==> config.mk <==
export PLATFORM = sky130hd
export DESIGN_NAME = compress_unit_flat
export DESIGN_NICKNAME = d
export VERILOG_FILES = /design/src/hw/compress_pkg.sv /design/src/hw/cmp_stream_if.sv /design/src/hw/compress_unit.sv /design/src/flat_wrapper.sv
export SDC_FILE = /design/constraint.sdc
export NUM_CORES = 2
export LEC_CHECK = 0
export BUFFER_PORTS_ARGS = -buffer_cell sky130_fd_sc_hd__buf_2
export CAP_MARGIN = 20
export CORE_MARGIN = 1.5
export CORE_UTILIZATION = 45
export DETAILED_ROUTE_END_ITERATION = 12
export SYNTH_ARGS = -nofsm -noshare
export SYNTH_HDL_FRONTEND = slang
export SYNTH_SLANG_ARGS = --single-unit
==> constraint.sdc <==
create_clock -name clk -period 0.8 [get_ports clk]
set_input_delay 0.12 -clock clk [delete_from_list [all_inputs] [get_ports clk]]
set_output_delay 0.12 -clock clk [all_outputs]
set_load 0.005 [all_outputs]
==> src/hw/compress_pkg.sv <==
// Compression package for the ML-KEM compress subsystem
// Holds widths, ML-KEM constants, state and mode enums and the memory request type

package compress_pkg;

    // Polynomial memory geometry
    localparam int CMP_MEM_ADDR_WIDTH = 10;
    localparam int COEFF_WIDTH        = 12;
    localparam int COEFFS_PER_WORD    = 4;

    // ML-KEM ring parameters
    localparam int MLKEM_N = 256;
    localparam int MLKEM_Q = 3329;

    // Widest compressed field, used for d = 11
    localparam int CMP_MAX_D = 11;

    // Width of one word on the output bus
    localparam int WB_DATA_WIDTH = 32;

    typedef enum logic {
        RW_IDLE = 1'b0,
        RW_READ = 1'b1
    } rw_e;

    // Request into the polynomial memory, kind plus word address
    typedef struct packed {
        rw_e                           rd_wr_en;
        logic [CMP_MEM_ADDR_WIDTH-1:0] addr;
    } mem_if_t;

    typedef enum logic {
        CMP_RD_IDLE = 1'b0,
        CMP_RD_MEM  = 1'b1
    } cmp_read_state_e;

    // Compression modes, one per legal d of ML-KEM
    typedef enum logic [2:0] {
        CMP_D1  = 3'd0,
        CMP_D4  = 3'd1,
        CMP_D5  = 3'd2,
        CMP_D10 = 3'd3,
        CMP_D11 = 3'd4
    } cmp_mode_e;

    // Number of compressed bits per coefficient for a mode
    function automatic logic [3:0] cmp_d_bits(cmp_mode_e mode);
        case (mode)
            CMP_D4:  return 4'd4;
            CMP_D5:  return 4'd5;
            CMP_D10: return 4'd10;
            CMP_D11: return 4'd11;
            default: return 4'd1;
        endcase
    endfunction

endpackage
==> src/hw/cmp_stream_if.sv <==
// Compressed coefficient stream
// Carries one group of four compressed fields from the compressor to the packer,
// the hold back-pressure to the read controller and the controller's last flag

interface cmp_stream_if;
    import compress_pkg::*;

    // Group of four fields, each zero-extended to the widest d
    logic [COEFFS_PER_WORD-1:0][CMP_MAX_D-1:0] coeffs;
    logic valid;
    logic last;

    // Packer buffer is close to full, reads must repeat
    logic hold;

    // Final address of the run was read, aligned with the memory data
    logic rd_last;

    modport producer (output valid, coeffs, last);
    modport consumer (input valid, coeffs, last, output hold);
    modport ctrl     (input hold, output rd_last);

endinterface

==> src/hw/compress_unit.sv <==
// Coefficient compressor
// One pipeline stage computing round(x * 2^d / q) mod 2^d for four coefficients,
// with the division done by a fixed reciprocal and a single correction step

module compress_unit (
    input  logic                    clk,
    input  logic                    reset_n,
    input  logic                    zeroize,
    input  compress_pkg::cmp_mode_e mode,
    input  logic [compress_pkg::COEFFS_PER_WORD*compress_pkg::COEFF_WIDTH-1:0] rd_data,
    input  logic                    rd_data_valid,
    input  logic                    rd_last,
    cmp_stream_if.producer          stream
);
    import compress_pkg::*;

    // Largest numerator is 3328 * 2^11 + 1664, which fits 23 bits
    localparam int NUM_W       = COEFF_WIDTH + CMP_MAX_D;
    localparam int RECIP_SHIFT = 24;
    localparam int RECIP       = (1 << RECIP_SHIFT) / MLKEM_Q;
    localparam int PROD_W      = NUM_W + 13;

    logic [3:0] d;
    logic [COEFF_WIDTH-1:0] mask;
    logic [COEFFS_PER_WORD-1:0][CMP_MAX_D-1:0] comp;

    assign d    = cmp_d_bits(mode);
    assign mask = (COEFF_WIDTH'(1) << d) - 1'b1;

    // Reciprocal estimate is at most one below the true quotient
    always_comb begin
        logic [NUM_W-1:0]       num;
        logic [PROD_W-1:0]      prod;
        logic [COEFF_WIDTH-1:0] quo;
        logic [NUM_W-1:0]       rem;
        for (int i = 0; i < COEFFS_PER_WORD; i++) begin
            num  = (NUM_W'(rd_data[i*COEFF_WIDTH +: COEFF_WIDTH]) << d) + NUM_W'(MLKEM_Q / 2);
            prod = PROD_W'(num) * PROD_W'(RECIP);
            quo  = prod[RECIP_SHIFT +: COEFF_WIDTH];
            rem  = num - NUM_W'(quo * MLKEM_Q);
            if (rem >= NUM_W'(MLKEM_Q)) begin
                quo = quo + 1'b1;
            end
            comp[i] = CMP_MAX_D'(quo & mask);
        end
    end

    always_ff @(posedge clk or negedge reset_n) begin
        if (!reset_n) begin
            stream.valid <= 1'b0;
            stream.last  <= 1'b0;
        end else if (zeroize) begin
            stream.valid <= 1'b0;
            stream.last  <= 1'b0;
        end else begin
            stream.valid <= rd_data_valid;
            stream.last  <= rd_data_valid & rd_last;
        end
    end

    always_ff @(posedge clk) begin
        stream.coeffs <= comp;
    end

endmodule

==> src/flat_wrapper.sv <==
// flat-port wrapper written by rule: the top's interface ports become plain ports
module compress_unit_flat import compress_pkg::*;
  (clk, reset_n, zeroize, mode, rd_data, rd_data_valid, rd_last, stream_valid, stream_coeffs, stream_last);
  cmp_stream_if stream_i ();
  input  logic clk;
  input  logic reset_n;
  input  logic zeroize;
  input  compress_pkg::cmp_mode_e mode;
  input  logic [compress_pkg::COEFFS_PER_WORD*compress_pkg::COEFF_WIDTH-1:0] rd_data;
  input  logic rd_data_valid;
  input  logic rd_last;
  output wire logic [$bits(stream_i.valid)-1:0] stream_valid;
  output wire logic [$bits(stream_i.coeffs)-1:0] stream_coeffs;
  output wire logic [$bits(stream_i.last)-1:0] stream_last;
  assign stream_valid = stream_i.valid;
  assign stream_coeffs = stream_i.coeffs;
  assign stream_last = stream_i.last;
  compress_unit u_core (.clk(clk), .reset_n(reset_n), .zeroize(zeroize), .mode(mode), .rd_data(rd_data), .rd_data_valid(rd_data_valid), .rd_last(rd_last), .stream(stream_i));
endmodule
# After elaboration in Yosys (flattened, before gate mapping)
# Cells that the tools add are included.
# totals
output_inout_bits,46
word_cells,52
in_bits,56
reg_bits,46
# classes
shifts,5
n_mul,8
add_sub_neg,13
muxes,7
eq_ne,4
bitwise_logic,5
order_cmp,4
# op_table
cell,n
$mul A23 B13 Y36 const B,4
$add A23 B11 Y23 const B,4
$ge A23 B12 Y1 const B,4
$mul A12 B12 Y23 const B,4
$shl A12 B4 Y23,4
$sub A23 B23 Y23,4
$add A11 B1 Y11 const B,4
$and A11 B11 Y11,4
$mux W11,4
$pmux W4 S4,1
$shl A1 B4 Y11 const A,1
$sub A11 B1 Y11 const B,1
$eq A3 B2 Y1 const B,2
$eq A3 B1 Y1 const B,1
$eq A3 B3 Y1 const B,1
$mux W1,2
$and A1 B1 Y1,1

# Longest topological paths before layout
# logic_depth
depth_word,10
depth_mapped,58
mapped_depth_nobuf,54

# Worst setup path before layout
# Ideal clock, no wire load.
# synth_timing
path_type,input-to-reg
startpoint,input port mode[1]
endpoint,register u_core.stream.coeffs[20]
path_buffers,3
required_time_ns,0.729
setup_slack_ns,-12.125
arrival_time_ns,12.855
setup_ns,0.071
path_stages,51
cell_sequence,buf_2 > buf_6 > nand3b_1 > clkbuf_1 > o22ai_1 > nor4_4 > or3b_1 > or4_4 > a211o_1 > or4_1 > xor2_1 > fa_1 > fa_1 > fa_1 > fa_1 > inv_1 > fa_1 > inv_1 > [15 not listed] > ha_1 > inv_1 > fa_1 > inv_1 > ha_1 > inv_1 > ha_1 > a21o_1 > a21o_1 > a211oi_1 > xnor2_1 > a311o_1 > nor4_1 > nand4_1 > nor4_4 > nor3_2 > a31o_1 > a21oi_1
# synth_lines
element,line_no,source
"start, declared",flat_wrapper.sv:8,input compress_pkg::cmp_mode_e mode;
"end signal, assigned",compress_unit.sv:62,stream.coeffs <= comp;
"end, declared",cmp_stream_if.sv:19,"modport producer (output valid, coeffs, last);"

==> run metrics <==
status=complete, but fails checks; failing checks=setup timing; Detail Route Antenna Nets=0; Num CTS Buffers=5; Hold Crit Class=in2async; Rows=105; worst-margin pin slew=0.565 ns; final period utilization=1470%; area of the multi-input gates=0.0350 mm^2; final setup fails=90; Cells after Synth=4336; WP data arrival=12.07 ns; RSZ-0062 raised after global routing=yes; nets@finish=7058; Post-synth EDFFs=0; total negative slack=-476.05 ns; Slew Viols, Final=0; initial antenna violation count=22; Final Wtd Congestion=0.968; core area=0.0824 mm^2; ys async rst share=4.35%; DIE AREA=0.0853 mm^2; vias=34700; max_cap viols=0; GR Util All Layers=27.4%; fmax=0.0849 GHz; total wire length=118000 um; Layout area overhead=40.3%; DRC viols=0; fin worst setup slack=-10.97 ns; register area=972 um^2; initial core utilization=45.6%; worst path buffer plus inverter count=11; register bit total from synthesis=46; Clock Tree Buf Depth=2; final hold violation count=0; worst stage delay on the critical path=0.57 ns; Compound-Gate Fraction of Synth Area=13.2%; CP max stage cell=fa_2; Largest delay share family, worst path=adder cells; Post-synth top flop=dfxtp_1; Top cell by count, worst path=fa_1; dpl cell area=0.0487 mm^2; vias in the first global route=36000; Post-Synth Simple-Gate Area=9.76%; Yosys cell types=105; share of cells above drive strength 1=34.0%; Crit Path Max Fanout=6; WS Path Type=in2reg; Worst slew margin=62.1%; Max H-tree Level=2; register area share after synthesis=2.48%; DIE HEIGHT=292 um; DRT Pass-1 Iters=5; mapped cell area=0.0376 mm^2; Via-to-Cell Ratio=5.12; I/O pin count=102; Hold Slack=0.0602 ns; synth top area cells=fa_1, ha_1, inv_1, xnor2_1, dfxtp_1; Reg clk slew, reported paths=0.08 ns; Req. time, crit path=1.10 ns; CTS Sinks=46; HPWL after detailed placement=101000 um; Layout fillers=6807; first-pass GRT wire length=186000 um; fraction of the mapped netlist area in adder cells=54.6%; I/O Buffers=101; grt total ovfl=0; largest net degree at the start of global routing=33; Startpoint Class=input pin; 1st-iter DRT viols=1619; mux cell area share after synthesis=1.55%; Worst Setup End Kind=flip-flop; TritonCTS clock tree=yes; Synth Warn #=0; Design Area, Final=0.0528 mm^2; clk root buf=clkbuf_16; Period minus WS final=11.77 ns; Avg Cell Area, Syn=8.67 um^2; WL/cell=17.4 um; post-synth top area share=29.0%; Die Wd=292 um; area leader, netlist=fa_1; Post-Synth XOR/XNOR Area=5.89%; dominant combinational cell family by area after synthesis=adder cells
## what timing repair did
item / 4_1_cts / 5_1_grt
hold endpoints to repair: 4 / 0
resized for setup: 322 / 250
setup endpoints to repair: 90 / 90
cloned: 2 / 1
pin swaps: 138 / 220
hold buffers: 4 / 0
buffers inserted: 88 / 51
## path summary, 6_finish.rpt
check / startpoint / endpoint / slack (ns) / cells past startpoint
setup / recovery: mode[0] / u_core.stream.coeffs[21] / -10.97 / 50
min in group clk: mode[0] / u_core.stream.coeffs[21] / 0.42 / 4
hold / removal: reset_n / u_core.stream.valid / 0.06 / 2
max in group asynchronous: reset_n / u_core.stream.last / 0.65 / 2
## synthesized netlist by cell type, drive strengths merged, types with 14 or more instances
cell,number
inv,1153
ha,764
fa,544
xnor2,167
nand2,165
a21oi,163
nor2,163
o21ai,126
a21o,83
xor2,80
nand3,56
nor3,56
clkbuf,53
dfxtp,44
and2,39
mux2i,37
buf,35
nor2b,34
o211ai,32
nand2b,30
a31oi,29
a22oi,28
and3,26
nand4,24
a211oi,23
o21a,22
or3,21
o22ai,20
o2111ai,19
nor4,16
o221ai,16
o21bai,15
nor3b,14
## cells by family after synthesis
family | count (synthesis)
flip-flops | 46
multiplexers | 50
AND/OR/NAND/NOR | 708
XOR/XNOR | 249
adder cells (fa/ha/maj) | 1314
buffers and inverters | 1243
other | 1
AO/OA/AOI/OAI | 725
## per-layer routing
layer | global-route usage (%) | up-vias | part of all wire (%)
li1 | - | 16800 | -
met1 | 36.2 | 16900 | 43
met2 | 47.1 | 749 | 48
met3 | 3.85 | 185 | 5.2
met4 | 6.83 | 20 | 2.9
met5 | 0 | - | 0.099
## registers in the layout (all words and copies together) (netlist names)
register and cells:
u_core.stream.last 1, u_core.stream.valid 1, u_core.stream.coeffs 44
## placed cells by master (no fill, tap or decap), types with 49 or more instances in the layout
cell	n
a21o_1	83
a21oi_1	115
buf_2	82
buf_4	1247
buf_6	62
fa_1	535
ha_1	689
ha_4	66
inv_1	1095
inv_2	55
nand2_1	155
nand3_1	49
nor2_1	150
o21ai_0	86
xnor2_1	125
xor2_1	60
## metrics by stage
stage	worst slack (ns)	utilization [%]	cells
2_1_floorplan	-11.05	-	4359
3_3_place_gp	-11.62	59.2	6622
3_5_place_dp	-11.76	59.2	6622
4_1_cts	-10.95	62.0	6721
5_1_grt	-11.46	64.0	6769
6_report	-10.97	64.1	6775
## layout make-up
cell class | count | share of cell area (%)
repair buffers | 1416 | 20.7
well taps | 1070 | 2.54
clock buffers | 8 | 0.315
flip-flops and latches | 46 | 1.84
inverters | 1155 | 8.23
diodes | 10 | 0.0474
multi-input cells | 3070 | 66.3
Power is not shown: default switching activity piles up to over one toggle a cycle in this logic, so the estimate is an artifact.
