==> src/hw/compress_pkg.sv <==
// Compression package for the ML-KEM compress subsystem
// Holds widths, ML-KEM constants, state and mode enums and the memory request type

package compress_pkg;

    // Polynomial memory geometry
    localparam int CMP_MEM_ADDR_WIDTH = 10;
    localparam int COEFF_WIDTH        = 12;
    localparam int COEFFS_PER_WORD    = 4;

    // ML-KEM ring parameters
    localparam int MLKEM_N = 256;
    localparam int MLKEM_Q = 3329;

    // Widest compressed field, used for d = 11
    localparam int CMP_MAX_D = 11;

    // Width of one word on the output bus
    localparam int WB_DATA_WIDTH = 32;

    typedef enum logic {
        RW_IDLE = 1'b0,
        RW_READ = 1'b1
    } rw_e;

    // Request into the polynomial memory, kind plus word address
    typedef struct packed {
        rw_e                           rd_wr_en;
        logic [CMP_MEM_ADDR_WIDTH-1:0] addr;
    } mem_if_t;

    typedef enum logic {
        CMP_RD_IDLE = 1'b0,
        CMP_RD_MEM  = 1'b1
    } cmp_read_state_e;

    // Compression modes, one per legal d of ML-KEM
    typedef enum logic [2:0] {
        CMP_D1  = 3'd0,
        CMP_D4  = 3'd1,
        CMP_D5  = 3'd2,
        CMP_D10 = 3'd3,
        CMP_D11 = 3'd4
    } cmp_mode_e;

    // Number of compressed bits per coefficient for a mode
    function automatic logic [3:0] cmp_d_bits(cmp_mode_e mode);
        case (mode)
            CMP_D4:  return 4'd4;
            CMP_D5:  return 4'd5;
            CMP_D10: return 4'd10;
            CMP_D11: return 4'd11;
            default: return 4'd1;
        endcase
    endfunction

endpackage
==> src/hw/cmp_stream_if.sv <==
// Compressed coefficient stream
// Carries one group of four compressed fields from the compressor to the packer,
// the hold back-pressure to the read controller and the controller's last flag

interface cmp_stream_if;
    import compress_pkg::*;

    // Group of four fields, each zero-extended to the widest d
    logic [COEFFS_PER_WORD-1:0][CMP_MAX_D-1:0] coeffs;
    logic valid;
    logic last;

    // Packer buffer is close to full, reads must repeat
    logic hold;

    // Final address of the run was read, aligned with the memory data
    logic rd_last;

    modport producer (output valid, coeffs, last);
    modport consumer (input valid, coeffs, last, output hold);
    modport ctrl     (input hold, output rd_last);

endinterface

==> src/hw/compress_ctrl.sv <==
// Compression read controller
// Walks NUM_POLY polynomials of the source memory one word per cycle,
// repeats the current address while the packer holds, and marks the final word

module compress_ctrl #(
    parameter int NUM_POLY = 4
) (
    input  logic                  clk,
    input  logic                  reset_n,
    input  logic                  zeroize,
    input  logic                  cmp_enable,
    input  logic [compress_pkg::CMP_MEM_ADDR_WIDTH-1:0] src_base_addr,
    output compress_pkg::mem_if_t mem_rd_req,
    output logic                  mem_rd_data_valid,
    cmp_stream_if.ctrl            stream,
    output logic                  rd_done
);
    import compress_pkg::*;

    // Memory words in one run, each polynomial spans 64 words
    localparam int RUN_WORDS = NUM_POLY * (MLKEM_N / COEFFS_PER_WORD);

    logic [CMP_MEM_ADDR_WIDTH-1:0] rd_addr;
    logic [CMP_MEM_ADDR_WIDTH-1:0] last_addr;
    logic last_addr_rd;
    logic rd_accept;

    cmp_read_state_e state_ps, state_ns;

    logic arc_idle_to_mem;
    logic arc_mem_to_idle;

    // A read counts only when the packer is not holding
    always_comb begin
        last_addr       = src_base_addr + CMP_MEM_ADDR_WIDTH'(RUN_WORDS - 1);
        last_addr_rd    = (rd_addr == last_addr);
        rd_accept       = (state_ps == CMP_RD_MEM) & ~stream.hold;
        arc_idle_to_mem = (state_ps == CMP_RD_IDLE) & cmp_enable;
        arc_mem_to_idle = rd_accept & last_addr_rd;
    end

    always_comb begin
        case (state_ps)
            CMP_RD_IDLE: state_ns = arc_idle_to_mem ? CMP_RD_MEM : CMP_RD_IDLE;
            CMP_RD_MEM:  state_ns = arc_mem_to_idle ? CMP_RD_IDLE : CMP_RD_MEM;
            default:     state_ns = CMP_RD_IDLE;
        endcase
    end

    always_ff @(posedge clk or negedge reset_n) begin
        if (!reset_n) begin
            state_ps <= CMP_RD_IDLE;
        end else if (zeroize) begin
            state_ps <= CMP_RD_IDLE;
        end else begin
            state_ps <= state_ns;
        end
    end

    // Address counter loads the base on start and stands still under hold
    always_ff @(posedge clk or negedge reset_n) begin
        if (!reset_n) begin
            rd_addr <= '0;
        end else if (zeroize) begin
            rd_addr <= '0;
        end else if (arc_idle_to_mem) begin
            rd_addr <= src_base_addr;
        end else if (rd_accept) begin
            rd_addr <= rd_addr + 1'b1;
        end
    end

    // Valid and last follow the read by one cycle, in step with the memory data
    // A repeated read under hold returns data that nobody consumes
    always_ff @(posedge clk or negedge reset_n) begin
        if (!reset_n) begin
            mem_rd_data_valid <= 1'b0;
            stream.rd_last    <= 1'b0;
        end else if (zeroize) begin
            mem_rd_data_valid <= 1'b0;
            stream.rd_last    <= 1'b0;
        end else begin
            mem_rd_data_valid <= rd_accept;
            stream.rd_last    <= arc_mem_to_idle;
        end
    end

    always_comb begin
        mem_rd_req.rd_wr_en = (state_ps == CMP_RD_MEM) ? RW_READ : RW_IDLE;
        mem_rd_req.addr     = rd_addr;
    end

    // Idle and no word still on its way out of the memory
    assign rd_done = (state_ps == CMP_RD_IDLE) & ~mem_rd_data_valid;

endmodule

==> src/flat_wrapper.sv <==
// flat-port wrapper written by rule: the top's interface ports become plain ports
module compress_ctrl_flat import compress_pkg::*;
#(
    parameter int NUM_POLY = 4
)
  (clk, reset_n, zeroize, cmp_enable, src_base_addr, mem_rd_req, mem_rd_data_valid, rd_done, stream_hold, stream_rd_last);
  cmp_stream_if stream_i ();
  input  logic clk;
  input  logic reset_n;
  input  logic zeroize;
  input  logic cmp_enable;
  input  logic [compress_pkg::CMP_MEM_ADDR_WIDTH-1:0] src_base_addr;
  output compress_pkg::mem_if_t mem_rd_req;
  output logic mem_rd_data_valid;
  output logic rd_done;
  input wire logic [$bits(stream_i.hold)-1:0] stream_hold;
  output wire logic [$bits(stream_i.rd_last)-1:0] stream_rd_last;
  assign stream_i.hold = stream_hold;
  assign stream_rd_last = stream_i.rd_last;
  compress_ctrl #(.NUM_POLY(NUM_POLY)) u_core (.clk(clk), .reset_n(reset_n), .zeroize(zeroize), .cmp_enable(cmp_enable), .src_base_addr(src_base_addr), .mem_rd_req(mem_rd_req), .mem_rd_data_valid(mem_rd_data_valid), .stream(stream_i), .rd_done(rd_done));
endmodule
==> config.mk <==
export PLATFORM = sky130hd
export DESIGN_NAME = compress_ctrl_flat
export DESIGN_NICKNAME = d
export VERILOG_FILES = /design/src/hw/compress_pkg.sv /design/src/hw/cmp_stream_if.sv /design/src/hw/compress_ctrl.sv /design/src/flat_wrapper.sv
export SDC_FILE = /design/constraint.sdc
export NUM_CORES = 1
export LEC_CHECK = 0
export BUFFER_PORTS_ARGS = -buffer_cell sky130_fd_sc_hd__buf_2
export CORE_UTILIZATION = 40
export CTS_CLUSTER_DIAMETER = 50
export DETAILED_ROUTE_END_ITERATION = 10
export PLACE_DENSITY_LB_ADDON = 0.05
export SLEW_MARGIN = 20
export SYNTH_ARGS = -nofsm -noshare
export SYNTH_HDL_FRONTEND = slang
export SYNTH_SLANG_ARGS = --single-unit
==> constraint.sdc <==
create_clock -name clk -period 4.43 [get_ports clk]
set_clock_uncertainty 0.1 [all_clocks]
set_input_delay 0.886 -clock clk [delete_from_list [all_inputs] [get_ports clk]]
set_output_delay 0.886 -clock clk [all_outputs]
set_load 0.05 [all_outputs]
Word-level counts from Yosys, hierarchy flattened
Cells that the tools add are included.
- flip-flop bits (word level): 13
- bits in latches: 0
- RAM bits: 0
- ROM bits: 0
- input bits: 15
- output and inout port bits: 14
- logic and storage cells: 25
- memories kept: 0
- add/sub/neg operators: 2
- multiply operators: 0
- divide/modulo/power cells: 0
- magnitude comparators: 0
- equal/unequal tests: 1
- shift operators: 0
- muxes and demuxes: 10
- bitwise logic cells: 7
- reduce and logical (&&, ||, !) cells: 1
- operator list (cell ; number):
    two-way mux 10 bit ; 3
    adder 10 x 1 -> 10 bit, second input constant ; 1
    adder 10 x 8 -> 10 bit, second input constant ; 1
    == test 10 bit ; 1
    two-way mux 1 bit ; 6
    AND 1 bit ; 4
    NOT 1 bit ; 3
    nonzero test 3 bit ; 1
    one-hot mux 1 bit (2 select lines) ; 1

Depth between registers and ports, before layout
- depth after elaboration: 6
- depth in mapped cells: 7
- depth with buffers taken out: 7

Worst setup path before layout
No wires, ideal clock.
- path kind: input -> register
- start: in src_base_addr[3] (netlist name)
- end: reg u_core.stream.rd_last
- library setup time: 121 ps
- data arrival time: 2156 ps
- data required time: 4209 ps
- path slack: 2053 ps
- stages: 6
- buffers on the path: 1
- cell sequence: buf_6 or3_4 or4_4 a41oi_2 a21oi_1 and4b_1
- longest elaborated chain between the ends: 4
- RTL lines (what ; line ; source):
    start: declaration ; flat_wrapper.sv:12 ; input logic [compress_pkg::CMP_MEM_ADDR_WIDTH-1:0] src_base_addr;
    adder 10 x 8 -> 10 bit ; compress_ctrl.sv:35 ; last_addr = src_base_addr + CMP_MEM_ADDR_WIDTH'(RUN_WORDS - 1);
    == test 10 bit ; compress_ctrl.sv:36 ; last_addr_rd = (rd_addr == last_addr);
    AND 1 bit ; compress_ctrl.sv:39 ; arc_mem_to_idle = rd_accept & last_addr_rd;
    two-way mux 1 bit ; compress_ctrl.sv:79 ; end else if (zeroize) begin
    end signal: assignment ; compress_ctrl.sv:84 ; stream.rd_last <= arc_mem_to_idle;
    end: declaration ; cmp_stream_if.sv:21 ; modport ctrl (input hold, output rd_last);
No other way between the ends.
A chain may end at the register's enable or synchronous reset.

Worst setup path in the final report
- start: in src_base_addr[0] (netlist name)
- end: reg u_core.state_ps
- longest elaborated chain between the ends: 6
- RTL lines (what ; line ; source):
    adder 10 x 8 -> 10 bit ; compress_ctrl.sv:35 ;
    == test 10 bit ; compress_ctrl.sv:36 ;
    AND 1 bit ; compress_ctrl.sv:39 ;
    two-way mux 1 bit ; compress_ctrl.sv:45 ; CMP_RD_MEM: state_ns = arc_mem_to_idle ? CMP_RD_IDLE : CMP_RD_MEM;
    one-hot mux 1 bit (2 select lines) ; compress_ctrl.sv:43 ; case (state_ps)
    two-way mux 1 bit ; compress_ctrl.sv:53 ; end else if (zeroize) begin
    end signal: assignment ; compress_ctrl.sv:56 ; state_ps <= state_ns;
    end: declaration ; compress_ctrl.sv:28 ; cmp_read_state_e state_ps, state_ns;
No other way between the ends.

==> run_results.csv <==
group,metric,value,unit
run_status,outcome,"finished, final reports clean",
yosys,syn-mean-instance-area,8.04,sq um
pwr,power.share.clock,22.9,%
timing,period_minus_slack,2.36,ns
grt,via_count_of_the_first_global_routing_pass,1082,
setup_path,crit-reg2reg-capture,"u_core.rd_addr[9]",
clock_tree,ctsResizeCount,0,
finish,finish.net_count,187,
clock_tree,cts_inserted_buffers,3,
die,coreArea,2780,sq um
clock_tree,clkSinkCount,13,
die,io-pin-count,29,
timing,final_hold_viol_count,0,
finish,final_design_area_excluding_fillers,1340,sq um
setup_path,crit_slowest_cell,"sky130_fd_sc_hd__a2111oi_0",
route,routed_wirelength,2.98,mm
placed_design,place_ws,1.78,ns
flow_run,maxCapViolations,0,
clock_tree,worst_setup_hold_path_clk_slew,0.09,ns
clock_tree,cts-root-buf,"sky130_fd_sc_hd__clkbuf_4",
yosys,yosys-top-cells-area,"sky130_fd_sc_hd__dfrtp_1 27%, sky130_fd_sc_hd__nor2_1 6.6%, sky130_fd_sc_hd__a211oi_1 5.7%, sky130_fd_sc_hd__nor2b_1 5.3%, sky130_fd_sc_hd__xnor2_1 5.2%",
setup_path,rr_worst_depth,5,
finish,antenna-diode-count,0,
yosys,yosys.area.top_type,"sky130_fd_sc_hd__dfrtp_1",
clock_tree,maximum_buffer_depth_of_the_clock_tree,2,
timing,timing.fmax,424,MHz
yosys,synthesis.yosys.warnings,0,
finish,area_delta_synth_final,12.8,%
setup_path,crit-reg2reg-launch,"u_core.state_ps",
route,via_count,1184,
die,placement_rows,19,
yosys,fraction_of_synthesis_flops_using_an_asynchronous_set_or_reset_pin,100,%
timing,slew_violations,0,
placed_design,port-buffer-count,28,
clock_tree,htreeDepth,1,
yosys,synth_largest_type_area_fraction,27.3,%
timing,timing.max_slew.rel_slack,48.7,%
yosys,synthesized_cell_area,1190,sq um
yosys,yosys.cell_count.top_type,"sky130_fd_sc_hd__nor2_1",
route,vias_per_cell,5.92,
clock_tree,post_cts_hold_buffer_count,0,
timing,setup_ws,2.07,ns
setup_path,crit_required,4.49,ns
pwr,vdd_drop_max,0.165,mV
yosys,ys_flop_type,"sky130_fd_sc_hd__dfrtp_1",
yosys,syn_inst,148,
die,floorplan.initialDensity,42.8,%
grt,grt.overflow.total,0,
die,fp.dieArea,3200,sq um
placed_design,gp_routability_congestion,0.852,
pwr,p_per_area,252,nW/um^2
placed_design,cell_area_placed,1310,sq um
route,firstDrtPassIters,4,
grt,gr-usage-all-layers,19.9,%
setup_path,critPathMaxFanout,6,
timing,max_slew.worst_pin.slew,0.770,ns
pwr,power.switching_fraction,40.1,%
pwr,share_comb_of_total_power,35.0,%
setup_path,startpoint_type,"primary input",
timing,layout_worst_path_cycle_share,53.2,%
min_path,hold_path.class,"primary input to asynchronous set/reset pin",
pwr,post-layout-total-power,0.338,mW
yosys,synth.cells.most_frequent,"21 x sky130_fd_sc_hd__nor2_1, 13 x sky130_fd_sc_hd__dfrtp_1, 10 x sky130_fd_sc_hd__nor2b_1",
clock_tree,post-cts-setup-buffer-count,0,
finish,postLayoutCoreUtil,48.3,%
route,drc_errors_left,0,
setup_path,cpPeakStageDelay,0.42,ns
clock_tree,insertion_delay,0.28,ns
setup_path,setup.worst_path.class,"primary input to flop",
route,drt-wirelength-per-cell,14.9,um
yosys,yosys_register_bits,13,
route,detail_route.iter0.violations,56,
pwr,seq_power_share,42.1,%
finish,fillCellCount,303,
yosys,synth_sequential_area_ratio,27.3,%
pwr,power.static_leakage,0.586,nW
yosys,mappedNetlistNets,165,
pwr,internal_power,0.202,mW
setup_path,arrival,2.42,ns
timing,setup-tns-final,0,ns
setup_path,timing.critical_path.buf_inv,2,
clock_tree,cts_tree,"done",
route,ant_nets,0,
setup_path,critPathCaptureType,"flop",
grt,grt_start_max_net_pins,17,
grt,global_route_wire_length_before_repair,5.01,mm
setup_path,critical-path-top-delay-family,"compound AO/OA/AOI/OAI gates",
placed_design,hpwl,2.27,mm
grt,grt_antenna_before_repair,0,
timing,setup_repair_after_global_routing_missed_its_margin,"no",
yosys,post_synth_num_cell_types,44,
timing,final-setup-viol-count,0,
setup_path,rrSetupSlack,2.36,ns
die,die_height,56.5,um
setup_path,crit_path_cell_trace,"buf_2, inv_1, ha_1, nand2b_1, nor4b_1, a31oi_1, a2111oi_0, a21oi_1",
die,fp.dieW,56.5,um
pwr,switching_power,0.136,mW
finish,layout-drive-gt1-share,21.9,%
yosys,synth_enable_flop_cells,0,
==> placed cells by master (no fill, tap or decap), drive strengths merged, types with 2 or more instances in the layout <==
master	netlist	final
buf	4	28
nor2	21	21
dfrtp	13	13
nor2b	10	10
a211oi	9	9
o21ai	9	9
xnor2	7	7
inv	6	6
xor2	6	6
a22oi	6	6
a22o	5	5
nor3	4	4
nand2	4	4
a21oi	4	4
clkbuf	7	4
nand3	3	3
nand2b	2	2
nand4b	2	2
nor3b	2	2
a31oi	2	2
ha	2	2
or3	2	2
o211ai	2	2
==> area by class of cell <==
type	count	area (sq um)	share of cell area (%)
Inverter	6	22.5	1.68
Sequential cell	13	325	24.2
Tap cell	31	38.8	2.89
Timing Repair Buffer	28	140	10.4
Multi-Input combinational cell	118	790	58.8
Clock buffer	4	26.3	1.96
==> stage by stage <==
| step | hold slack [ns] | instances |
|---|---|---|
| after floorplan | 0.490 | 148 |
| after global placement | 0.506 | 196 |
| after detailed placement | 0.496 | 196 |
| after CTS | 0.391 | 200 |
| after global routing | 0.400 | 200 |
| final | 0.382 | 200 |
==> logic make-up after synthesis <==
kind of cell               after synthesis  share of synthesized area, %
buffers and inverters                   17                          6.52
adders and majority gates                2                          2.10
muxes                                    1                         0.841
and+or+nand+nor                         58                          26.5
AOI/OAI and AO/OA                       44                          27.1
xor gates and xnor gates                13                          9.57
DFF                                     13                          27.3
==> state kept, by name (all words and copies together) (netlist names) <==
name and cells:
u_core.state_ps 1, u_core.mem_rd_data_valid 1, u_core.rd_addr 10, u_core.stream.rd_last 1
==> power groups by stage <==
| stage | sequential, mW | clock [mW] | combinational (mW) |
|---|---|---|---|
| finish | 0.142 | 0.0774 | 0.118 |
| global route | 0.144 | 0.0848 | 0.131 |
| CTS | 0.142 | 0.0782 | 0.119 |
| detailed placement | 0.144 | 0 | 0.118 |
| global placement | 0.144 | 0 | 0.117 |
| floorplan | 0.159 | 0 | 0.0709 |
==> worst max-delay path by stage <==
stage	startpoint	endpoint	slack (ns)	cells after the start
detailed placement	cmp_enable	u_core.rd_addr[6]	1.78	6
CTS	cmp_enable	u_core.rd_addr[6]	2.05	6
floorplan	src_base_addr[3]	u_core.stream.rd_last	2.05	6
finish	src_base_addr[0]	u_core.state_ps	2.07	8
global route	cmp_enable	u_core.rd_addr[9]	2.00	6
global placement	src_base_addr[0]	u_core.state_ps	1.79	7
==> metal layers <==
metal,share of wire (%),vias up,global-route usage (%)
met5,0,-,0
met4,0.87,0,5.57
met3,2.8,4,2.30
met2,47,20,31.1
met1,49,582,28.8
li1,-,578,-
No activity file was read; power rests on OpenSTA's default activity.
