$ cat config.mk
export PLATFORM = sky130hd
export DESIGN_NAME = compress_packer_flat
export DESIGN_NICKNAME = d
export VERILOG_FILES = /design/src/hw/compress_pkg.sv /design/src/hw/cmp_stream_if.sv /design/src/hw/compress_packer.sv /design/src/flat_wrapper.sv
export SDC_FILE = /design/constraint.sdc
export NUM_CORES = 1
export LEC_CHECK = 0
export BUFFER_PORTS_ARGS = -buffer_cell sky130_fd_sc_hd__clkbuf_2
export CAP_MARGIN = 0
export CORE_MARGIN = 2
export CORE_UTILIZATION = 35
export DETAILED_ROUTE_END_ITERATION = 10
export PLACE_DENSITY = 0.56
export SYNTH_ARGS = -nofsm -noshare
export SYNTH_HDL_FRONTEND = slang
export SYNTH_SLANG_ARGS = --single-unit
export TNS_END_PERCENT = 1
$ cat constraint.sdc
create_clock -name clk -period 4.7 [get_ports clk]
set_clock_uncertainty 0.05 [all_clocks]
set_input_delay 0.235 -clock clk [delete_from_list [all_inputs] [get_ports clk]]
set_output_delay 0.235 -clock clk [all_outputs]
set_load 0.005 [all_outputs]
$ cat src/hw/compress_pkg.sv
// Compression package for the ML-KEM compress subsystem
// Holds widths, ML-KEM constants, state and mode enums and the memory request type

package compress_pkg;

    // Polynomial memory geometry
    localparam int CMP_MEM_ADDR_WIDTH = 10;
    localparam int COEFF_WIDTH        = 12;
    localparam int COEFFS_PER_WORD    = 4;

    // ML-KEM ring parameters
    localparam int MLKEM_N = 256;
    localparam int MLKEM_Q = 3329;

    // Widest compressed field, used for d = 11
    localparam int CMP_MAX_D = 11;

    // Width of one word on the output bus
    localparam int WB_DATA_WIDTH = 32;

    typedef enum logic {
        RW_IDLE = 1'b0,
        RW_READ = 1'b1
    } rw_e;

    // Request into the polynomial memory, kind plus word address
    typedef struct packed {
        rw_e                           rd_wr_en;
        logic [CMP_MEM_ADDR_WIDTH-1:0] addr;
    } mem_if_t;

    typedef enum logic {
        CMP_RD_IDLE = 1'b0,
        CMP_RD_MEM  = 1'b1
    } cmp_read_state_e;

    // Compression modes, one per legal d of ML-KEM
    typedef enum logic [2:0] {
        CMP_D1  = 3'd0,
        CMP_D4  = 3'd1,
        CMP_D5  = 3'd2,
        CMP_D10 = 3'd3,
        CMP_D11 = 3'd4
    } cmp_mode_e;

    // Number of compressed bits per coefficient for a mode
    function automatic logic [3:0] cmp_d_bits(cmp_mode_e mode);
        case (mode)
            CMP_D4:  return 4'd4;
            CMP_D5:  return 4'd5;
            CMP_D10: return 4'd10;
            CMP_D11: return 4'd11;
            default: return 4'd1;
        endcase
    endfunction

endpackage
$ cat src/hw/cmp_stream_if.sv
// Compressed coefficient stream
// Carries one group of four compressed fields from the compressor to the packer,
// the hold back-pressure to the read controller and the controller's last flag

interface cmp_stream_if;
    import compress_pkg::*;

    // Group of four fields, each zero-extended to the widest d
    logic [COEFFS_PER_WORD-1:0][CMP_MAX_D-1:0] coeffs;
    logic valid;
    logic last;

    // Packer buffer is close to full, reads must repeat
    logic hold;

    // Final address of the run was read, aligned with the memory data
    logic rd_last;

    modport producer (output valid, coeffs, last);
    modport consumer (input valid, coeffs, last, output hold);
    modport ctrl     (input hold, output rd_last);

endinterface

$ cat src/hw/compress_packer.sv
// Compressed bit packer and Wishbone classic write master
// Buffers compressed groups, packs 4*d bits per group LSB first into 32-bit words
// and writes them to consecutive addresses from the destination base

module compress_packer (
    input  logic                    clk,
    input  logic                    reset_n,
    input  logic                    zeroize,
    input  compress_pkg::cmp_mode_e mode,
    cmp_stream_if.consumer          stream,
    input  logic                    rd_done,
    input  logic [compress_pkg::WB_DATA_WIDTH-1:0] dst_base_addr,
    output logic                    wb_cyc,
    output logic                    wb_stb,
    output logic                    wb_we,
    output logic [compress_pkg::WB_DATA_WIDTH-1:0] wb_adr,
    output logic [compress_pkg::WB_DATA_WIDTH-1:0] wb_dat,
    output logic [3:0]              wb_sel,
    input  logic                    wb_ack,
    output logic                    done
);
    import compress_pkg::*;

    localparam int BUF_DEPTH = 4;
    localparam int GRP_W     = COEFFS_PER_WORD * CMP_MAX_D;
    // Up to 31 leftover bits plus one 44-bit group
    localparam int ACC_W     = 76;

    logic [COEFFS_PER_WORD-1:0][CMP_MAX_D-1:0] buf_coeffs [BUF_DEPTH];
    logic       buf_last [BUF_DEPTH];
    logic [1:0] wr_ptr, rd_ptr;
    logic [2:0] count;

    logic [ACC_W-1:0] acc;
    logic [6:0]       acc_cnt;
    logic [6:0]       grp_cnt;
    logic [GRP_W-1:0] grp_bits;
    logic [3:0]       d;
    logic             flush_q;
    logic             push, pop, wr_start;

    assign d       = cmp_d_bits(mode);
    assign grp_cnt = 7'(d) << 2;

    // Two groups can still arrive after hold rises, so hold at half full
    assign stream.hold = (count >= 3'd2);

    // Fields of the oldest group laid side by side, coefficient 0 lowest
    always_comb begin
        grp_bits = '0;
        for (int i = 0; i < COEFFS_PER_WORD; i++) begin
            grp_bits = grp_bits | (GRP_W'(buf_coeffs[rd_ptr][i]) << (i * d));
        end
    end

    // A full word, or any rest after the final group, goes out when the bus is free
    assign wr_start = ~wb_cyc & ((acc_cnt >= 7'd32) | (flush_q & (acc_cnt != 7'd0)));
    assign push     = stream.valid;
    assign pop      = (count != 3'd0) & ~wr_start & (acc_cnt < 7'd32);

    always_ff @(posedge clk) begin
        if (push) begin
            buf_coeffs[wr_ptr] <= stream.coeffs;
            buf_last[wr_ptr]   <= stream.last;
        end
        if (wr_start) begin
            wb_dat <= acc[WB_DATA_WIDTH-1:0];
        end
    end

    always_ff @(posedge clk or negedge reset_n) begin
        if (!reset_n) begin
            wr_ptr  <= '0;
            rd_ptr  <= '0;
            count   <= '0;
            acc     <= '0;
            acc_cnt <= '0;
            flush_q <= 1'b0;
            wb_cyc  <= 1'b0;
            wb_adr  <= '0;
        end else if (zeroize) begin
            wr_ptr  <= '0;
            rd_ptr  <= '0;
            count   <= '0;
            acc     <= '0;
            acc_cnt <= '0;
            flush_q <= 1'b0;
            wb_cyc  <= 1'b0;
            wb_adr  <= '0;
        end else begin
            if (push) begin
                wr_ptr <= wr_ptr + 1'b1;
            end
            if (pop) begin
                rd_ptr <= rd_ptr + 1'b1;
            end
            count <= count + 3'(push) - 3'(pop);

            // Shift out the word being written, else append the next group
            if (wr_start) begin
                acc     <= acc >> WB_DATA_WIDTH;
                acc_cnt <= (acc_cnt >= 7'd32) ? acc_cnt - 7'd32 : 7'd0;
            end else if (pop) begin
                acc     <= acc | (ACC_W'(grp_bits) << acc_cnt);
                acc_cnt <= acc_cnt + grp_cnt;
            end

            if (pop & buf_last[rd_ptr]) begin
                flush_q <= 1'b1;
            end else if (acc_cnt == 7'd0) begin
                flush_q <= 1'b0;
            end

            // Classic cycle stays up with stable address and data until ack
            if (wr_start) begin
                wb_cyc <= 1'b1;
            end else if (wb_cyc & wb_ack) begin
                wb_cyc <= 1'b0;
            end

            if (wb_cyc & wb_ack) begin
                wb_adr <= wb_adr + 1'b1;
            end else if (done) begin
                wb_adr <= dst_base_addr;
            end
        end
    end

    assign wb_stb = wb_cyc;
    assign wb_we  = wb_cyc;
    assign wb_sel = 4'hf;

    // Nothing left in the reader, the stream, the buffer, the bit store or on the bus
    assign done = rd_done & ~stream.valid & (count == 3'd0) & (acc_cnt == 7'd0) & ~wb_cyc;

endmodule

$ cat src/flat_wrapper.sv
// flat-port wrapper written by rule: the top's interface ports become plain ports
module compress_packer_flat import compress_pkg::*;
  (clk, reset_n, zeroize, mode, rd_done, dst_base_addr, wb_cyc, wb_stb, wb_we, wb_adr, wb_dat, wb_sel, wb_ack, done, stream_valid, stream_coeffs, stream_last, stream_hold);
  cmp_stream_if stream_i ();
  input  logic clk;
  input  logic reset_n;
  input  logic zeroize;
  input  compress_pkg::cmp_mode_e mode;
  input  logic rd_done;
  input  logic [compress_pkg::WB_DATA_WIDTH-1:0] dst_base_addr;
  output logic wb_cyc;
  output logic wb_stb;
  output logic wb_we;
  output logic [compress_pkg::WB_DATA_WIDTH-1:0] wb_adr;
  output logic [compress_pkg::WB_DATA_WIDTH-1:0] wb_dat;
  output logic [3:0] wb_sel;
  input  logic wb_ack;
  output logic done;
  input wire logic [$bits(stream_i.valid)-1:0] stream_valid;
  input wire logic [$bits(stream_i.coeffs)-1:0] stream_coeffs;
  input wire logic [$bits(stream_i.last)-1:0] stream_last;
  output wire logic [$bits(stream_i.hold)-1:0] stream_hold;
  assign stream_i.valid = stream_valid;
  assign stream_i.coeffs = stream_coeffs;
  assign stream_i.last = stream_last;
  assign stream_hold = stream_i.hold;
  compress_packer u_core (.clk(clk), .reset_n(reset_n), .zeroize(zeroize), .mode(mode), .stream(stream_i), .rd_done(rd_done), .dst_base_addr(dst_base_addr), .wb_cyc(wb_cyc), .wb_stb(wb_stb), .wb_we(wb_we), .wb_adr(wb_adr), .wb_dat(wb_dat), .wb_sel(wb_sel), .wb_ack(wb_ack), .done(done));
endmodule
# Word-level counts from Yosys, hierarchy flattened
# Memories as Yosys holds them, arrays and structs flattened.
# Cells that the tools add are included.
[word_totals]
romBits = 0
latchBits = 0
ram_bits = 180
regBits = 156
memories = 2
inputBits = 86
elab_cells = 82
[mem_list]
columns = ["memory", "words", "width", "read_ports", "rd_ports_with_merged_regs", "write_ports", "line_no", "source"]
rows = [
  ["u_core.buf_coeffs", 4, 44, 1, 0, 1, "compress_packer.sv:29", "logic [COEFFS_PER_WORD-1:0][CMP_MAX_D-1:0] buf_coeffs [BUF_DEPTH];"],
  ["u_core.buf_last", 4, 1, 1, 0, 1, "compress_packer.sv:30", "logic buf_last [BUF_DEPTH];"],
]
[op_classes]
div_mod_pow = 0
bitwise_logic = 18
shifts = 4
n_mul = 1
n_addsub = 7
n_mux = 24
n_lt_le_gt_ge = 3
n_eq_ne = 4
reduce_logical = 10
[op_table]
columns = ["cell", "count"]
rows = [
  ["$mux 76", 3],
  ["$mux 32", 3],
  ["$or 44x44->44", 2],
  ["$or 76x76->76", 1],
  ["$shl 44x7->76", 1],
  ["$or 11x44->44", 1],
  ["$shl 11x4->44", 1],
  ["$shl 11x5->44", 1],
  ["$shl 11x6->44", 1],
  ["$add 32x1->32 const B", 1],
  ["$mux 7", 4],
  ["$pmux 4 s4", 1],
  ["$reduce_bool 3->1", 5],
  ["$and 1x1->1", 10],
  ["$mux 1", 8],
  ["$mux 2", 4],
  ["$add 7x6->7", 1],
  ["$ge 7x6->1 const B", 1],
  ["$logic_not 7->1", 1],
  ["$lt 7x6->1 const B", 1],
  ["$reduce_bool 7->1", 1],
  ["$sub 7x6->7 const B", 1],
  ["$eq 3x2->1 const B", 2],
  ["$mul 2x4->6 const A", 1],
  ["other kinds (11)", 15],
]

# Logic depth before layout (Yosys ltp)
# Gate-level depths: netlist of run 1.
[depth]
word_depth = 11
ltp_mapped = 22
ltp_nobuf = 17

# Worst setup path before layout of run 1
# Ideal clock, no wire load.
[synth_timing]
path_type = "input to register"
from = "input mode[2]"
to = "register u_core.acc[62]"
path_stages = 21
required_ns = 4.528
arrival_ns = 5.004
setup_slack_ns = -0.476
setup_time_ns = 0.122
cell_sequence = "buf_6 -> clkbuf_1 -> and3b_1 -> or2_2 -> inv_1 -> ha_1 -> a21oi_4 -> inv_4 -> buf_2 -> buf_2 -> buf_2 -> ha_1 -> xor2_2 -> mux2i_1 -> mux4_2 -> o32ai_1 -> a211oi_1 -> a21bo_2 -> o221ai_1 -> o2bb2a_1 -> a32o_1"
[synth_via]
elab_chain_cells = 11
word_cells_on_any_way = 17
[synth_lines]
columns = ["element", "line_no", "source"]
rows = [
  ["from (decl)", "flat_wrapper.sv:8", "input compress_pkg::cmp_mode_e mode;"],
  ["$eq 3x3->1, or another cell as far along", "compress_pkg.sv:48", "case (mode)"],
  ["$pmux 4 s4 (*)", "compress_pkg.sv:48", ""],
  ["parallel branches: the longest is 3 deep, another holds $mul 2x4->6", "--", ""],
  ["$or 44x44->44 (*)", "compress_packer.sv:52", "grp_bits = grp_bits | (GRP_W'(buf_coeffs[rd_ptr][i]) << (i * d));"],
  ["$shl 44x7->76 (*)", "compress_packer.sv:104", "acc <= acc | (ACC_W'(grp_bits) << acc_cnt);"],
  ["$or 76x76->76 (*)", "compress_packer.sv:104", ""],
  ["$mux 76 (*)", "compress_packer.sv:103", "end else if (pop) begin"],
  ["$mux 76 (*)", "compress_packer.sv:100", "if (wr_start) begin"],
  ["$mux 76 (*)", "compress_packer.sv:81", "end else if (zeroize) begin"],
  ["to (signal assigned)", "compress_packer.sv:101", "acc <= acc >> WB_DATA_WIDTH;"],
  ["to (signal assigned)", "compress_packer.sv:104", ""],
  ["to (decl)", "compress_packer.sv:34", "logic [ACC_W-1:0] acc;"],
]
# Mark *: on every way between the ends. The select of a mux whose other input is x is not followed.
# A chain may end at the register's enable or synchronous reset.

# Worst setup path in the final report of run 1
[layout_timing]
from = "register u_core.rd_ptr[0]"
to = "register u_core.acc[49]"
[layout_via]
elab_chain_cells = 10
word_cells_on_any_way = 12
[layout_lines]
columns = ["element", "line_no", "source"]
rows = [
  ["from (decl)", "compress_packer.sv:31", "logic [1:0] wr_ptr, rd_ptr;"],
  ["from (signal assigned)", "compress_packer.sv:95", "rd_ptr <= rd_ptr + 1'b1;"],
  ["$mem_v2 4x44 (*)", "--", ""],
  ["$shl 11x4->44", "compress_packer.sv:52", ""],
  ["$or 11x44->44", "compress_packer.sv:52", ""],
  ["$or 44x44->44", "compress_packer.sv:52", ""],
  ["$or 44x44->44 (*)", "compress_packer.sv:52", ""],
  ["$shl 44x7->76 (*)", "compress_packer.sv:104", ""],
  ["$or 76x76->76 (*)", "compress_packer.sv:104", ""],
  ["$mux 76 (*)", "compress_packer.sv:103", ""],
  ["$mux 76 (*)", "compress_packer.sv:100", ""],
  ["$mux 76 (*)", "compress_packer.sv:81", ""],
]
# Every way passes the cells marked *; elsewhere a longest branch is shown, timed or not. The select of a mux whose other input is x is not followed.

==> flow_metrics.py, run 1 <==
metrics = {
    "drt": {
        "wl_per_cell_um": 24.2,
        "drt-pass1-iter-count": 7,
        "antenna_left": 0,
        "viasPerCell": 5.96,
        "wl_mm": 64.7,
        "drcViolationCount": 0,
        "dr.first_iter.drc_count": 1667,
        "route.vias.total": 15900,
    },
    "clock_tree": {
        "htreeDepth": 2,
        "cts_buffers": 38,
        "clockBufferDepth": 3,
        "clkLatencyLatePin_ns": 0.57,
        "cts_tree": "done",
        "cts_sinks": 334,
        "cts_root_buf": "clkbuf_16",
        "clk_pin_slew_ns": 0.06,
    },
    "logic_synthesis": {
        "postSynthAreaPerCell_sq_um": 11.0,
        "yosysSeqAreaShare": 0.508,
        "synth_common_cells": "edfxtp_1, nor2_1, nand2_1",
        "ys_types": 97,
        "netlist_area_sq_um": 18600,
        "synthMostInstantiatedCell": "edfxtp_1",
        "yosysTopAreaCell": "edfxtp_1",
        "synth_area_leaders": "edfxtp_1, dfrtp_1, mux4_2",
        "synth_enable_flop_cells": 212,
        "ys_ff_latch": 334,
        "yosysWarnings": 0,
        "yosysTopAreaCellShare": 0.343,
        "synth_ff_type": "edfxtp_1",
        "synthCells": 1680,
        "synthArstFlopShare": 0.365,
    },
    "critical_path": {
        "path_cells": "buf_4 > mux4_1 > mux2i_1 > mux2_2 > mux2i_1 > a2111oi_1 > mux2i_1 > mux2i_1 > mux2_2 > o221ai_1",
        "critPathArrivalTime_ns": 4.68,
        "crit_start": "u_core.rd_ptr[0]",
        "crit_type": "reg2reg",
        "crit_fanout": 15,
        "cpMostUsedCell": "mux2i_1",
        "required_ns": 5.07,
        "r2r_start": "u_core.rd_ptr[0]",
        "crit_slowest_cell": "a2111oi_1",
        "cp-start-kind": "flip-flop",
        "cp_top_family": "multiplexers",
        "worst-path-buf-inv": 1,
        "end_kind": "flip-flop",
        "cpPeakStageDelay_ns": 0.79,
    },
    "die": {
        "num_rows": 84,
        "core_sq_um": 52400,
        "die_h_um": 234,
        "dieArea_sq_um": 54900,
        "die_x_um": 234,
        "io_pins": 159,
        "start_util": 0.354,
    },
    "power": {
        "vdd_ir_drop_max_v": 0.000347,
        "powerDensity_nw_per_um2": 602,
        "p_leak_uw": 0.00887,
    },
    "layout": {
        "fin_cells": 2673,
        "num-fill-cells": 4945,
        "finalNetCount": 2061,
        "area_growth_pct": 22.6,
        "stdcell_area_sq_um": 22800,
        "drive_gt1_frac": 0.222,
    },
    "sta": {
        "worst_slew_pin_slew_ns": 1.17,
        "whs_ns": 0.0527,
        "period_share": 0.917,
        "tns_ns": 0,
        "max_slew_margin": 0.217,
        "setup_viol": 0,
        "fmaxAchievable_mhz": 232,
        "layout_min_cycle_time_ns": 4.31,
        "timing_hold_violations_final": 0,
        "rsz0062_at_grt": "false",
        "fin_ws_ns": 0.390,
        "maxSlewViolCount": 0,
    },
    "min_path": {
        "worstHoldStart": "stream_valid",
        "hold_class": "in2reg",
    },
    "global_routing": {
        "grt_usage": 0.234,
        "grt_pass1_vias": 15400,
        "antenna_found_initial": 1,
        "grt_pass1_wl_mm": 97.3,
        "overflow": 0,
        "grt_max_degree": 83,
    },
    "place": {
        "place.gp.congestion": 1.01,
        "dp_cells": 2525,
        "dpl.hpwl_mm": 46.7,
        "place_ws_ns": 0.0980,
        "portBuffers": 154,
        "dpl_cell_area_sq_um": 20700,
    },
    "flow_run": {
        "maxCapViolCount": 0,
    },
    "status": {
        "status": "finished clean",
    },
}
==> worst paths after layout <==
check | to | slack, ns | depth (start not counted)
hold reg to reg | u_core.wb_dat[2] | 0.40 | 0
hold / removal | u_core.wr_ptr[0] | 0.05 | 3
setup reg to reg | u_core.acc[49] | 0.39 | 10
setup / recovery | u_core.acc[49] | 0.39 | 10
min in group asynchronous | u_core.wb_adr[31] | 0.19 | 2
max in group asynchronous | u_core.acc[10] | 3.30 | 3
==> cells by family (layout without fill, tap and decap cells) <==
group	count (synthesis)	in the layout	synth area share
simple gates	497	497	0.124
flops	334	334	0.508
mux	134	134	0.108
xor+xnor	16	16	0.00877
compound gates	522	522	0.201
other cells	1	5	0.000202
fa+ha+maj	19	19	0.0136
buf+inv	157	458	0.0360
==> worst register-to-register path, cell delays in order, from the launching register on <==
cell	delay, ns
dfrtp_2	0.68
buf_4	0.28
mux4_1	0.68
mux2i_1	0.26
mux2_2	0.23
mux2i_1	0.18
a2111oi_1	0.79
mux2i_1	0.25
mux2i_1	0.41
mux2_2	0.23
o221ai_1	0.13
==> final cells by class <==
cell class	count	area, sq um	share of cell area
diodes	1	2.50	0.000110
clock buffers	53	1070	0.0470
clock inverters	15	196	0.00863
inverters	39	149	0.00654
multi-input cells	1192	8570	0.377
flip-flops and latches	334	9420	0.414
well taps	688	861	0.0378
repair buffers	351	2480	0.109
==> repair_timing <==
item,in CTS,in global routing
gates resized for setup,0,0
endpoints found under the hold margin,260,0
buffers inserted,0,0
hold buffers,79,0
==> registers in the layout, indices dropped and copies added, names as in the netlist <==
signal and count:
u_core.wb_cyc 1, u_core.rd_ptr 2, u_core.wb_dat 32, u_core.count 3, u_core.acc_cnt 5, u_core.wr_ptr 2, u_core.buf_last 4, u_core.buf_coeffs 176
u_core.acc 76, u_core.wb_adr 32, u_core.flush_q 1
==> layer usage <==
| layer | share of wire | track usage | vias up | wire length (um) |
|---|---|---|---|---|
| li1 | - | - | 7149 | - |
| met1 | 0.43 | 0.324 | 7948 | 27800 |
| met2 | 0.47 | 0.370 | 703 | 30200 |
| met3 | 0.061 | 0.0300 | 142 | 3960 |
| met4 | 0.044 | 0.101 | 0 | 2820 |
| met5 | 0 | 0 | - | 0 |
==> metrics by stage <==
step           total power, uW  utilization
5_1_grt                  14400        0.434
2_1_floorplan             7980            -
3_3_place_gp             10500        0.395
6_report                 13700        0.434
3_5_place_dp             10500        0.395
4_1_cts                  13700        0.434
==> cell usage in the layout (no fill, tap or decap), types with 11 or more instances in the layout <==
cell / instances
edfxtp_1: 212
nor2_1: 159
clkbuf_2: 152
nand2_1: 131
buf_4: 118
dfrtp_1: 118
o21ai_0: 90
a21oi_1: 90
dlygate4sd3_1: 79
mux2i_1: 63
nor3_1: 53
nand3_1: 46
mux4_2: 45
clkbuf_16: 40
inv_1: 33
a211oi_1: 29
o211ai_1: 25
o22ai_1: 25
a221oi_1: 23
a31oi_1: 23
a22oi_1: 18
mux2_2: 18
and2_1: 17
ha_1: 15
or3_1: 14
and3_1: 13
a21o_1: 12
o31ai_1: 11
o211a_1: 11
o221ai_1: 11
a2111oi_0: 11
clkbuf_1: 11
==> power by group <==
| part | internal (uW) | leakage, uW | switching (uW) |
|---|---|---|---|
| registers | 3720 | 0.00362 | 336 |
| clock network | 1820 | 0.000607 | 1210 |
| logic | 2360 | 0.00464 | 4250 |
| total | 7900 | 0.00887 | 5800 |
(Power assumes the default switching activity.)
==> run 2: changes to the inputs <==
--- a/config.mk
+++ b/config.mk
@@ -9,6 +9,7 @@
 export CAP_MARGIN = 0
 export CORE_MARGIN = 2
 export CORE_UTILIZATION = 35
+export CTS_BUF_LIST = sky130_fd_sc_hd__clkbuf_8
 export DETAILED_ROUTE_END_ITERATION = 10
 export PLACE_DENSITY = 0.56
 export SYNTH_ARGS = -nofsm -noshare
==> run 2 against run 1 <==
Clock power down 18%. Global-route usage about the same. Power down 4.2%. Critical path type unchanged. Critical endpoint unchanged.
==> flow_metrics.py, run 2 (synthesized netlist as in run 1, its figures left out) <==
metrics = {
    "power": {
        "pwr-share-comb": 0.503,
        "pwr-share-clk": 0.188,
        "p_int_uw": 7380,
        "p_leak_uw": 0.00887,
        "powerDensity_nw_per_um2": 582,
        "seq_power_share": 0.309,
        "vdd_ir_drop_max_v": 0.000371,
        "power.switching_uw": 5740,
        "switching_share": 0.437,
    },
    "die": {
        "die_h_um": 234,
        "core_sq_um": 52400,
        "dieArea_sq_um": 54900,
        "start_util": 0.354,
        "num_rows": 84,
        "io_pins": 159,
        "die_x_um": 234,
    },
    "critical_path": {
        "path_cells": "buf_4 > mux4_2 > a2111oi_0 > a211oi_1 > a311o_1 > a221oi_1 > mux2i_1 > mux2i_1 > mux2_2 > o221ai_1",
        "cpMostUsedCell": "mux2i_1",
        "rr_worst_depth": 10,
        "cpPeakStageDelay_ns": 0.68,
        "crit_fanout": 15,
        "cp-start-kind": "flip-flop",
        "crit_start": "u_core.rd_ptr[0]",
        "cp.depth": 10,
        "end_kind": "flip-flop",
        "required_ns": 5.16,
        "crit_slowest_cell": "dfrtp_2",
        "critPathArrivalTime_ns": 4.73,
        "cp_top_family": "compound AO/OA/AOI/OAI gates",
        "crit_type": "reg2reg",
        "r2r_start": "u_core.rd_ptr[0]",
        "worst-path-buf-inv": 1,
    },
    "clock_tree": {
        "clkLatencyLatePin_ns": 0.66,
        "cts_buffers": 56,
        "cts_sinks": 334,
        "cts_root_buf": "clkbuf_8",
        "clockBufferDepth": 3,
        "post_cts_buffers": 0,
        "htreeDepth": 2,
        "cts.repair.resized": 0,
        "cts_tree": "done",
        "hold_buffers": 80,
        "clk_pin_slew_ns": 0.06,
    },
    "drt": {
        "drt-pass1-iter-count": 6,
        "wl_per_cell_um": 23.9,
        "viasPerCell": 5.92,
        "antenna_left": 0,
        "route.vias.total": 16000,
        "wl_mm": 64.6,
        "drcViolationCount": 0,
        "dr.first_iter.drc_count": 1778,
    },
    "global_routing": {
        "grt_pass1_wl_mm": 97.3,
        "grt_pass1_vias": 15500,
        "grt_max_degree": 83,
        "grt_usage": 0.234,
        "antenna_found_initial": 1,
        "overflow": 0,
    },
    "layout": {
        "largest_reg_flops": 176,
        "largestRegisters": "u_core.buf_coeffs (176), u_core.acc (76)",
        "largest_register": "u_core.buf_coeffs",
        "finalNetCount": 2080,
        "final_cell_mix": "edfxtp_1, nor2_1, clkbuf_2",
        "num-fill-cells": 4999,
        "drive_gt1_frac": 0.225,
        "area_growth_pct": 21.4,
        "final_core_util": 0.430,
        "final_common_cell": "edfxtp_1",
    },
    "sta": {
        "tns_ns": 0,
        "timing_hold_violations_final": 0,
        "setup_viol": 0,
        "maxSlewViolCount": 0,
        "rsz0062_at_grt": "false",
        "period_share": 0.908,
        "fmaxAchievable_mhz": 234,
        "layout_min_cycle_time_ns": 4.27,
        "max_slew_margin": 0.208,
        "worst_slew_pin_slew_ns": 1.19,
    },
    "min_path": {
        "whs_path_depth": 5,
        "worstHoldStart": "rd_done",
        "hold_class": "in2reg",
    },
    "status": {
        "status": "finished clean",
    },
    "place": {
        "portBuffers": 154,
        "place.gp.congestion": 1.01,
        "dpl.hpwl_mm": 46.7,
    },
    "flow_run": {
        "maxCapViolCount": 0,
    },
}
run 2: cell count changes in the layout (fill, tap and decap cells not counted), moves of 2 or more:
cell / change
clkbuf_1: -11
clkbuf_16: -40
clkbuf_8: +56
clkinv_8: -2
inv_1: +21
clkinv_1: +6
run 2: worst register-to-register path, stage by stage, from the launching register on:
cell and delay (ns):
dfrtp_2 0.68, buf_4 0.32, mux4_2 0.61, a2111oi_0 0.44, a211oi_1 0.10, a311o_1 0.40
a221oi_1 0.55, mux2i_1 0.23, mux2i_1 0.41, mux2_2 0.23, o221ai_1 0.13
run 2: layout make-up:
type / count / area (sq um) / area share
inverter: 39 / 149 / 0.00661
multi-input combinational: 1192 / 8570 / 0.380
timing repair buffer: 352 / 2490 / 0.110
antenna: 1 / 2.50 / 0.000111
clock buffer: 58 / 798 / 0.0354
sequential: 334 / 9420 / 0.418
clock inverter: 40 / 241 / 0.0107
tap: 688 / 861 / 0.0382
run 2: final timing paths:
kind                                     endpoint  slack, ns
worst max register to register     u_core.acc[49]       0.43
worst max-delay path               u_core.acc[49]       0.43
worst min register to register  u_core.wb_dat[15]       0.40
worst min-delay path             u_core.wb_adr[2]       0.07
max in group asynchronous          u_core.acc[54]       3.37
min in group asynchronous       u_core.wb_adr[31]       0.08
run 2: power groups by stage:
stage	Clock, uW	Combinational (uW)	Sequential [uW]
after global placement	0	6420	4110
after global routing	2660	7090	4120
after CTS	2530	6500	4060
after floorplan	0	3990	3990
final	2470	6600	4060
after detailed placement	0	6430	4120
run 2: routing by layer:
layer  up-vias  track usage  wire length (um)
met5         -            0                 0
met4         0        0.102              2870
met3       145       0.0328              3920
met2       689        0.368             30000
met1      7978        0.322             27900
li1       7187            -                 -
run 2: per-stage QoR:
| step | hold WS (ns) | instance area (sq um) | setup WS, ns | instances | power (uW) |
|---|---|---|---|---|---|
| 2_1_floorplan | -0.111 | 18700 | 0.0249 | 1683 | 7980 |
| 4_1_cts | 0.0349 | 22500 | 0.457 | 2703 | 13100 |
| 3_3_place_gp | 0.247 | 20700 | 0.188 | 2525 | 10500 |
| 6_report | 0.0677 | 22500 | 0.432 | 2704 | 13100 |
| 5_1_grt | 0.102 | 22500 | 0.181 | 2704 | 13900 |
| 3_5_place_dp | 0.247 | 20700 | 0.0980 | 2525 | 10500 |
==> run 3: changes to the inputs <==
--- a/config.mk
+++ b/config.mk
@@ -10,6 +10,7 @@
 export CORE_MARGIN = 2
 export CORE_UTILIZATION = 35
 export CTS_BUF_LIST = sky130_fd_sc_hd__clkbuf_8
+export CTS_CLUSTER_DIAMETER = 50
 export DETAILED_ROUTE_END_ITERATION = 10
 export PLACE_DENSITY = 0.56
 export SYNTH_ARGS = -nofsm -noshare
==> constraint.sdc (replaced) <==
create_clock -name clk -period 5.25 [get_ports clk]
set_clock_uncertainty 0.05 [all_clocks]
set_input_delay 0.2625 -clock clk [delete_from_list [all_inputs] [get_ports clk]]
set_output_delay 0.2625 -clock clk [all_outputs]
set_load 0.005 [all_outputs]
==> run 3 against run 2 <==
Non-clock buffer count down 21. Clock-buffer cell count up 2. Setup slack improved by 0.30 ns. Combinational power fell by 13%. Die area stayed put. Sequential power down 9.9%. Core utilization is 0.45 points lower. Via count fell by 0.21%. Hold slack improved by 0.056 ns.
==> flow_metrics.py, run 3 (synthesized netlist as in run 1, its figures left out) <==
metrics = {
    "clock_tree": {
        "clk_pin_slew_ns": 0.06,
        "htreeDepth": 2,
        "post_cts_buffers": 0,
        "cts.repair.resized": 0,
        "cts_tree": "done",
        "hold_buffers": 80,
        "cts_sinks": 334,
        "clkLatencyLatePin_ns": 0.65,
        "clockBufferDepth": 3,
        "cts_root_buf": "clkbuf_8",
        "cts_buffers": 57,
    },
    "drt": {
        "drcViolationCount": 0,
        "wl_per_cell_um": 23.8,
        "dr.first_iter.drc_count": 1919,
        "wl_mm": 63.9,
        "drt-pass1-iter-count": 9,
        "antenna_left": 0,
        "route.vias.total": 16000,
        "viasPerCell": 5.94,
    },
    "global_routing": {
        "grt_usage": 0.232,
        "grt_pass1_vias": 15500,
        "antenna_found_initial": 0,
        "overflow": 0,
        "grt_max_degree": 83,
        "grt_pass1_wl_mm": 97.0,
    },
    "place": {
        "place.gp.congestion": 0.981,
        "dpl.hpwl_mm": 44.6,
        "dp_cells": 2504,
        "portBuffers": 154,
    },
    "critical_path": {
        "cpMostUsedCell": "buf_4",
        "r2r_start": "u_core.rd_ptr[0]",
        "required_ns": 4.94,
        "crit_fanout": 58,
        "critPathArrivalTime_ns": 4.20,
        "crit_type": "reg2out",
        "crit_slowest_cell": "nor3_1",
        "rr_worst_depth": 9,
        "end_kind": "primary output",
        "cp-start-kind": "flip-flop",
        "path_cells": "buf_4 > inv_1 > buf_4 > nand2_1 > nor3_1 > nand4_1 > buf_4 > inv_1 > buf_4 > clkbuf_2",
        "r2r_slack_ns": 0.90,
        "r2r_end": "u_core.acc[20]",
        "crit_start": "u_core.acc_cnt[2]",
        "cpPeakStageDelay_ns": 0.78,
    },
    "sta": {
        "setup_viol": 0,
        "period_share": 0.860,
        "worst_slew_pin_slew_ns": 1.08,
        "maxSlewViolCount": 0,
        "timing_hold_violations_final": 0,
        "tns_ns": 0,
        "rsz0062_at_grt": "false",
        "fmaxAchievable_mhz": 221,
        "layout_min_cycle_time_ns": 4.52,
        "max_slew_margin": 0.275,
    },
    "layout": {
        "drive_gt1_frac": 0.215,
        "finalNetCount": 2060,
        "largest_register": "u_core.buf_coeffs",
        "area_growth_pct": 20.2,
        "multiInputGateArea_sq_um": 8490,
        "num-fill-cells": 4975,
        "final_common_cell": "edfxtp_1",
        "fin_cells": 2688,
        "final_cell_mix": "edfxtp_1, nor2_1, clkbuf_2",
        "ff_latch_area_sq_um": 9420,
        "largestRegisters": "u_core.buf_coeffs (176), u_core.acc (76)",
        "antenna_cells": 0,
        "largest_reg_flops": 176,
    },
    "min_path": {
        "worstHoldStart": "rd_done",
        "hold_class": "in2reg",
        "whs_path_depth": 5,
        "hold_path_end": "u_core.wb_adr[29]",
    },
    "power": {
        "p_leak_uw": 0.00875,
        "powerDensity_nw_per_um2": 521,
        "power_uw": 11600,
        "vdd_ir_drop_max_v": 0.000447,
    },
    "die": {
        "io_pins": 159,
        "die_h_um": 234,
        "core_sq_um": 52400,
        "dieArea_sq_um": 54900,
        "num_rows": 84,
        "start_util": 0.354,
        "die_x_um": 234,
    },
    "status": {
        "status": "finished clean",
    },
    "flow_run": {
        "maxCapViolCount": 0,
    },
}
## run 3: cell types whose count changed in the layout (fill, tap and decap cells not counted), sizes merged
cell	before	now
buf	120	99
bufinv	3	2
clkbuf	210	212
clkinv	17	28
diode	1	0
inv	58	52
## run 3: final cells by class
class / count / share of cell area
inverters: 39 / 0.00668
flip-flops and latches: 334 / 0.423
multi-input cells: 1192 / 0.381
repair buffers: 331 / 0.104
clock inverters: 44 / 0.0105
clock buffers: 60 / 0.0370
well taps: 688 / 0.0386
## run 3: worst max-delay path by stage
stage,endpoint,depth (start not counted)
after floorplan,u_core.acc[62],21
after global placement,u_core.acc[65],18
after detailed placement,u_core.acc[62],18
after CTS,done,10
after global routing,done,10
final,done,10
## run 3: critical path, delay by kind of cell (launching register included)
family | cells | cell delay, ns
simple gates | 3 | 1.46
flops | 1 | 0.41
buf+inv | 7 | 1.65
## run 3: through the flow
| stage | utilization | worst slack, ns | hold WS, ns | instance area [sq um] |
|---|---|---|---|---|
| floorplan | - | 0.0465 | -0.0831 | 18600 |
| global placement | 0.390 | 0.510 | 0.340 | 20400 |
| detailed placement | 0.390 | 0.349 | 0.347 | 20400 |
| CTS | 0.425 | 0.778 | 0.0788 | 22300 |
| global route | 0.425 | 0.523 | 0.121 | 22300 |
| finish | 0.425 | 0.735 | 0.123 | 22300 |
## run 3: layer usage
layer | vias up | global-route usage | routed length (um)
met3 | 152 | 0.0383 | 4340
met5 | - | 0 | 0
met1 | 7908 | 0.317 | 27300
met4 | 0 | 0.111 | 2980
met2 | 746 | 0.358 | 29300
li1 | 7159 | - | -
## run 3: where the power goes
part / internal [uW] / total, uW / switching, uW
Combinational: 2030 / 5760 / 3730
Sequential: 3330 / 3660 / 329
Clock: 1150 / 2210 / 1060
Total: 6510 / 11600 / 5110
